--- config.mk ---
export PLATFORM = sky130hd
export DESIGN_NAME = gpioController
export DESIGN_NICKNAME = d
export VERILOG_FILES = /design/src/common/gpioPkg.sv /design/src/common/ioBusPkg.sv /design/src/gpioController/gpioCommandDecode.sv /design/src/gpioController/gpioPortRegs.sv /design/src/gpioController/gpioResponse.sv /design/src/gpioController/gpioController.sv
export SDC_FILE = /design/constraint.sdc
export NUM_CORES = 1
export LEC_CHECK = 0
export BUFFER_PORTS_ARGS = -buffer_cell sky130_fd_sc_hd__buf_4
export CELL_PAD_IN_SITES_DETAIL_PLACEMENT = 1
export CELL_PAD_IN_SITES_GLOBAL_PLACEMENT = 1
export CORE_AREA = 4 4 93 95
export DETAILED_ROUTE_END_ITERATION = 10
export DIE_AREA = 0 0 97 99
export PLACE_DENSITY = 0.79
export SETUP_SLACK_MARGIN = 0.2
export SKIP_CTS_REPAIR_TIMING = 1
export SYNTH_ARGS = -nofsm -noshare
export SYNTH_HDL_FRONTEND = slang
export SYNTH_SLANG_ARGS = --single-unit
--- constraint.sdc ---
create_clock -name clk -period 4.3 [get_ports clk]
set_clock_uncertainty 0.15 [all_clocks]
set_input_delay 0.43 -clock clk [delete_from_list [all_inputs] [get_ports clk]]
set_output_delay 0.43 -clock clk [all_outputs]
set_load 0.02 [all_outputs]
--- src/common/gpioPkg.sv ---
package gpioPkg;

	// Width of the GPIO port
	localparam int pinCount = 8;

	// One value per pin
	typedef logic [pinCount-1:0] pinVec;

	// Flops between the pins and the execute stage
	localparam int syncDepth = 2;

	// Execute-stage result handed to the response stage
	//   valid         an accepted command passed through execute
	//   isRead        a read op, so readData carries the value
	//   wantResponse  requester asked for an ack
	//   dest          bus tag, carried through unchanged
	//   readData      selected register or synchronized pins
	typedef struct packed {
		logic       valid;
		logic       isRead;
		logic       wantResponse;
		logic [3:0] dest;
		pinVec      readData;
	} execResult;

endpackage

--- src/common/ioBusPkg.sv ---
package ioBusPkg;

	// Data word in either direction on the bus
	typedef logic [15:0] ioWord;

	// Register tag the requester supplies and gets back
	typedef logic [3:0] destReg;

	// Low bit of the operation field in a command word
	localparam int opLsb = 10;

	// Operation encoding, bits 12:10 of the command word
	typedef enum logic [2:0] {
		opReadIn    = 3'd0,
		opReadOut   = 3'd1,
		opReadEn    = 3'd2,
		opWriteOut  = 3'd3,
		opSetOut    = 3'd4,
		opClearOut  = 3'd5,
		opToggleOut = 3'd6,
		opWriteEn   = 3'd7
	} gpioOp;

	// Command word layout
	//   15:13  ignored
	//   12:10  operation
	//   9:8    ignored
	//   7:0    operand, one bit per pin
	typedef struct packed {
		logic           valid;
		gpioOp          op;
		gpioPkg::pinVec operand;
		destReg         dest;
		logic           wantResponse;
	} decodedCmd;

	// Reply as seen on the bus
	typedef struct packed {
		logic   ack;
		logic   commandResponse;
		logic   regResponseFlag;
		destReg dest;
		ioWord  data;
	} busReply;

endpackage

--- src/gpioController/gpioCommandDecode.sv ---
`timescale 1ns/1ps

module gpioCommandDecode (
	input  logic                clk,
	input  logic                arstN,
	input  logic                clkEn,
	input  logic                req,
	input  logic                commandEn,
	input  logic                responseRequested,
	input  ioBusPkg::destReg    destRegIn,
	input  ioBusPkg::ioWord     dataIn,
	output ioBusPkg::decodedCmd cmd
);
	import ioBusPkg::*;
	import gpioPkg::*;

	// Strobe qualified by the command enable
	logic   accept;

	// Operation field pulled out of the command word
	gpioOp  opField;

	// Stage register
	logic   validQ;
	gpioOp  opQ;
	pinVec  operandQ;
	destReg destQ;
	logic   wantResponseQ;

	assign accept = req && commandEn;

	assign opField = gpioOp'(dataIn[opLsb +: $bits(gpioOp)]);

	// Stage valid bit
	always_ff @(posedge clk or negedge arstN) begin
		if (!arstN) begin
			validQ <= 1'b0;
		end else if (clkEn) begin
			validQ <= accept;
		end
	end

	// Command fields sampled on every enabled edge
	always_ff @(posedge clk) begin
		if (clkEn) begin
			opQ           <= opField;
			operandQ      <= dataIn[pinCount-1:0];
			destQ         <= destRegIn;
			wantResponseQ <= responseRequested;
		end
	end

	assign cmd = '{
		valid:        validQ,
		op:           opQ,
		operand:      operandQ,
		dest:         destQ,
		wantResponse: wantResponseQ
	};

endmodule

--- src/gpioController/gpioPortRegs.sv ---
`timescale 1ns/1ps

module gpioPortRegs (
	input  logic                clk,
	input  logic                arstN,
	input  logic                clkEn,
	input  ioBusPkg::decodedCmd cmd,
	input  gpioPkg::pinVec      gpioIn,
	output gpioPkg::pinVec      gpioOut,
	output gpioPkg::pinVec      gpioOutEn,
	output gpioPkg::execResult  result
);
	import ioBusPkg::*;
	import gpioPkg::*;

	// Port registers and their next values
	pinVec  outReg;
	pinVec  enReg;
	pinVec  outNext;
	pinVec  enNext;

	// Input synchronizer chain
	pinVec  syncQ [syncDepth];
	pinVec  pinsIn;

	// Read path
	pinVec  readValue;
	logic   isRead;

	// Result register
	logic   resValidQ;
	logic   resIsReadQ;
	logic   resWantQ;
	destReg resDestQ;
	pinVec  resDataQ;

	// Pins are sampled only on enabled edges, so a stall freezes the chain too
	always_ff @(posedge clk) begin
		if (clkEn) begin
			syncQ[0] <= gpioIn;
			for (int i = 1; i < syncDepth; i++) begin
				syncQ[i] <= syncQ[i-1];
			end
		end
	end

	assign pinsIn = syncQ[syncDepth-1];

	// Modify the output or enable register
	always_comb begin
		outNext = outReg;
		enNext  = enReg;
		if (cmd.valid) begin
			case (cmd.op)
				opWriteOut:  outNext = cmd.operand;
				opSetOut:    outNext = outReg | cmd.operand;
				opClearOut:  outNext = outReg & ~cmd.operand;
				opToggleOut: outNext = outReg ^ cmd.operand;
				opWriteEn:   enNext  = cmd.operand;
				default:     ;
			endcase
		end
	end

	// Read value comes from the registers before this edge's update
	always_comb begin
		case (cmd.op)
			opReadIn:  readValue = pinsIn;
			opReadOut: readValue = outReg;
			opReadEn:  readValue = enReg;
			default:   readValue = '0;
		endcase
	end

	assign isRead = cmd.op inside {opReadIn, opReadOut, opReadEn};

	always_ff @(posedge clk or negedge arstN) begin
		if (!arstN) begin
			outReg    <= '0;
			enReg     <= '0;
			resValidQ <= 1'b0;
		end else if (clkEn) begin
			outReg    <= outNext;
			enReg     <= enNext;
			resValidQ <= cmd.valid;
		end
	end

	// Result payload
	always_ff @(posedge clk) begin
		if (clkEn) begin
			resIsReadQ <= isRead;
			resWantQ   <= cmd.wantResponse;
			resDestQ   <= cmd.dest;
			resDataQ   <= readValue;
		end
	end

	assign result = '{
		valid:        resValidQ,
		isRead:       resIsReadQ,
		wantResponse: resWantQ,
		dest:         resDestQ,
		readData:     resDataQ
	};

	assign gpioOut   = outReg;
	assign gpioOutEn = enReg;

endmodule

--- src/gpioController/gpioResponse.sv ---
`timescale 1ns/1ps

module gpioResponse (
	input  logic               clk,
	input  logic               arstN,
	input  logic               clkEn,
	input  gpioPkg::execResult result,
	output ioBusPkg::busReply  reply
);
	import ioBusPkg::*;
	import gpioPkg::*;

	// Reply goes out only for accepted commands that asked for one
	logic    replyDue;
	busReply replyNext;
	busReply replyQ;

	assign replyDue = result.valid && result.wantResponse;

	always_comb begin
		replyNext = '0;
		if (replyDue) begin
			replyNext.ack  = 1'b1;
			replyNext.dest = result.dest;
			if (result.isRead) begin
				replyNext.regResponseFlag = 1'b1;
				// Zero-extend pin data to a full bus word
				replyNext.data = {{($bits(ioWord) - pinCount){1'b0}}, result.readData};
			end else begin
				replyNext.commandResponse = 1'b1;
			end
		end
	end

	always_ff @(posedge clk or negedge arstN) begin
		if (!arstN) begin
			replyQ <= '0;
		end else if (clkEn) begin
			replyQ <= replyNext;
		end else begin
			// Stalled, so the handshake must not repeat
			replyQ.ack             <= 1'b0;
			replyQ.commandResponse <= 1'b0;
			replyQ.regResponseFlag <= 1'b0;
		end
	end

	assign reply = replyQ;

endmodule

--- src/gpioController/gpioController.sv ---
`timescale 1ns/1ps

module gpioController (
	input  logic             clk,
	input  logic             arstN,
	input  logic             clkEn,
	input  logic             req,
	input  logic             commandEn,
	input  logic             responseRequested,
	input  ioBusPkg::destReg destRegIn,
	input  ioBusPkg::ioWord  dataIn,
	input  gpioPkg::pinVec   gpioIn,
	output logic             ack,
	output logic             commandResponse,
	output logic             regResponseFlag,
	output ioBusPkg::destReg destRegOut,
	output ioBusPkg::ioWord  dataOut,
	output gpioPkg::pinVec   gpioOut,
	output gpioPkg::pinVec   gpioOutEn
);
	import ioBusPkg::*;
	import gpioPkg::*;

	// Stage-to-stage links
	decodedCmd cmd;
	execResult result;
	busReply   reply;

	// Stage 1
	gpioCommandDecode i_decode (
		.clk              (clk),
		.arstN            (arstN),
		.clkEn            (clkEn),
		.req              (req),
		.commandEn        (commandEn),
		.responseRequested(responseRequested),
		.destRegIn        (destRegIn),
		.dataIn           (dataIn),
		.cmd              (cmd)
	);

	// Stage 2, port state lives here
	gpioPortRegs i_portRegs (
		.clk      (clk),
		.arstN    (arstN),
		.clkEn    (clkEn),
		.cmd      (cmd),
		.gpioIn   (gpioIn),
		.gpioOut  (gpioOut),
		.gpioOutEn(gpioOutEn),
		.result   (result)
	);

	// Stage 3
	gpioResponse i_response (
		.clk   (clk),
		.arstN (arstN),
		.clkEn (clkEn),
		.result(result),
		.reply (reply)
	);

	// Bus reply onto the ports
	assign ack             = reply.ack;
	assign commandResponse = reply.commandResponse;
	assign regResponseFlag = reply.regResponseFlag;
	assign destRegOut      = reply.dest;
	assign dataOut         = reply.data;

endmodule

==> flow_summary.json <==
{
  "status": "finished clean",
  "cts_made_buffers": 9,
  "grt_pass1_wl_um": 11700,
  "crit_buf_inv": 0,
  "die_h_um": 99,
  "die_x_um": 97,
  "dp_hpwl_um": 4620,
  "cpPeakStageDelay_ns": 1.04,
  "power.total_w": 0.00195,
  "path_class": "flop to flop",
  "place.gp.congestion": 0.769,
  "path_delay_family": "flip-flops",
  "stdcell_count": 456,
  "whs_path_depth": 1,
  "area_growth_pct": 19.2,
  "yosys_warnings": 0,
  "rows": 32,
  "comb_power_share_pct": 19.9,
  "r2r_slack_ns": 1.88,
  "min_path_type": "primary input to flop",
  "max_freq_mhz": 413,
  "synth-simple-area-share_pct": 8.69,
  "finalSetupViolCount": 0,
  "place_inst": 439,
  "finalSetupTns_ns": 0,
  "synthAdderAreaFrac_pct": 5.75,
  "critPathLaunch": "i_decode.opQ[0]",
  "relSlewSlack_pct": 31.4,
  "min_from": "destRegIn[3]",
  "cts_tree": "built",
  "p_leak_nw": 1.86,
  "synth_xor_area_share_pct": 0,
  "path_clk_slew_ns": 0.10,
  "drt_wl_total_um": 6970,
  "hold_end": "i_decode.destQ[3]",
  "p_per_area_nw_per_um2": 469,
  "switching_share_pct": 30.9,
  "ir_drop_v": 0.000265,
  "grt_max_degree": 65,
  "clkPwrFrac_pct": 29.2,
  "synthMuxAreaShare_pct": 4.06,
  "p_seq_share_pct": 50.9,
  "nets": 399,
  "first_pass_iters": 4,
  "r2r_start": "i_decode.opQ[0]",
  "slew_violations": 0,
  "antenna_found_initial": 0,
  "postSynthAreaPerCell_um2": 11.9,
  "cts-root-buf": "clkbuf_8",
  "cap_violations": 0,
  "clockBufferDepth": 2,
  "p_switching_w": 0.000601,
  "timing.final.crit_period_ns": 2.42,
  "postLayoutCoreUtil_pct": 53.7,
  "worst_hold_slack_ns": 0.0822,
  "slowest_stage": "edfxtp_1",
  "path_cells": "a21boi_4 -> o211ai_4 -> nor2_1 -> a22o_1",
  "remaining_drc_errors": 0,
  "hold_viol_final": 0,
  "fin_crit_sh_pct": 56.3,
  "clk_latency_ns": 0.36,
  "num_vias": 2246,
  "cp.required_ns": 4.40,
  "grt-ovfl-total": 0,
  "diodes": 0,
  "yosys_register_bits": 79,
  "start_util_pct": 45.1,
  "cts.sinks": 79,
  "core-area_um2": 7730,
  "grt_setup_unrepaired": "false",
  "drive_above_1_share_pct": 22.6,
  "arrival_ns": 2.52,
  "syn-cell-area_um2": 3480,
  "seq_area_frac_synth_pct": 63.3,
  "synth_compound_area_share_pct": 10.1,
  "worst_slew_pin_slew_ns": 1.03,
  "dieArea_um2": 9600,
  "start_kind": "flop",
  "synth.distinct_cells": 27,
  "synth_cells": 293,
  "vias_per_cell": 4.93,
  "grt_pass1_vias": 2418,
  "htree_num_levels": 3,
  "grtUsageTotal_pct": 15.5,
  "antenna_left": 0,
  "wl_per_cell_um": 15.3,
  "worstPathMaxFanout": 24,
  "critPathCaptureType": "flop",
  "rr_worst_depth": 4,
  "drtIter0Drc": 86,
  "synth_top_family_by_area": "compound AO/OA/AOI/OAI gates",
  "ioPinCount": 73,
  "p_int_w": 0.00135,
  "numPortBuffers": 59,
  "r2r_end": "i_portRegs.gpioOut[2]"
}
[flip-flops by register name (all words and copies together), names as in the netlist]
name                    flops
i_decode.destQ              4
i_decode.opQ                3
i_decode.operandQ           8
i_decode.validQ             1
i_decode.wantResponseQ      1
i_portRegs.gpioOut          8
i_portRegs.gpioOutEn        8
i_portRegs.resDataQ         8
i_portRegs.resDestQ         4
i_portRegs.resIsReadQ       1
i_portRegs.resValidQ        1
i_portRegs.resWantQ         1
i_portRegs.syncQ           16
i_response.reply           15
[logic make-up after synthesis]
kind of cell	after synthesis
AOI/OAI and AO/OA	56
adders and majority gates	16
buffers and inverters	57
DFF	79
muxes	14
other	1
and+or+nand+nor	70
[placed cells by master, fill, tap and decap left out, drive strengths merged]
cell         instances
conb                 8
o21ai               29
inv                 37
and3b                1
edfxtp              46
nor2b                2
bufinv               1
o211ai               6
dfrtp               33
nand2               20
a22o                 8
a21boi               1
buf                 60
a21oi               12
mux2                 1
nand3                2
ha                  16
nor2                35
clkinvlp             3
and3                 2
clkbuf               9
mux2i               13
and2                 1
dlygate4sd3          1
nand2b               7
[through the flow]
stage	worst slack, ns	instance area [µm²]
floorplan	2.64	3510
global placement	1.92	3940
detailed placement	1.86	3940
CTS	1.86	4140
global route	1.64	4150
finish	1.88	4150
[per-layer routing]
layer | global-route usage, % | vias up | wire length, µm
li1 | - | 1080 | -
met3 | 5.80 | 11 | 378
met1 | 18.8 | 1103 | 3100
met4 | 4.86 | 0 | 107
met2 | 25.6 | 52 | 3380
met5 | 0 | - | 0
[final cells by class]
cell class                      instances  area, µm²
Clock inverter                          7       78.8
Multi-Input combinational cell        164       1030
Tap cell                              102        128
Clock buffer                            9        124
Fill cell                             827       3570
Timing Repair Buffer                   61        460
Sequential cell                        79       2210
Inverter                               34        128
[worst max path at each step]
stage,endpoint,depth (start not counted)
4_1_cts,i_portRegs.gpioOut[2],4
3_3_place_gp,i_portRegs.gpioOut[2],4
3_5_place_dp,i_portRegs.gpioOutEn[3],4
2_1_floorplan,i_portRegs.resDataQ[0],7
6_report,i_portRegs.gpioOut[2],4
5_1_grt,i_portRegs.gpioOutEn[4],2
[power groups by stage]
stage	combinational (W)	sequential (W)	clock, W
after CTS	0.000393	0.000992	0.000575
after floorplan	0.000184	0.00103	0
after global placement	0.000369	0.00100	0
after global routing	0.000436	0.00101	0.000626
final	0.000387	0.000991	0.000569
after detailed placement	0.000391	0.00101	0
[cells in the mapped netlist (all sizes together)]
| library cell | n | area share, % |
|---|---|---|
| edfxtp | 46 | 40 |
| nand3 | 2 | 0.29 |
| and2 | 1 | 0.18 |
| nand2 | 20 | 2.2 |
| nand2b | 7 | 1.3 |
| conb | 1 | 0.11 |
| nor2b | 2 | 0.36 |
| mux2 | 1 | 0.32 |
| and3b | 1 | 0.25 |
| mux2i | 13 | 3.7 |
| a22o | 8 | 2.0 |
| inv | 34 | 3.7 |
| o211ai | 6 | 1.7 |
| o21ai | 29 | 4.2 |
| and3 | 2 | 0.36 |
| a21oi | 12 | 1.7 |
| nor2 | 35 | 3.8 |
| buf | 18 | 3.7 |
| dfrtp | 33 | 24 |
| ha | 16 | 5.7 |
| a21boi | 1 | 0.54 |
| clkbuf | 5 | 0.54 |
(Power assumes the default switching activity.)
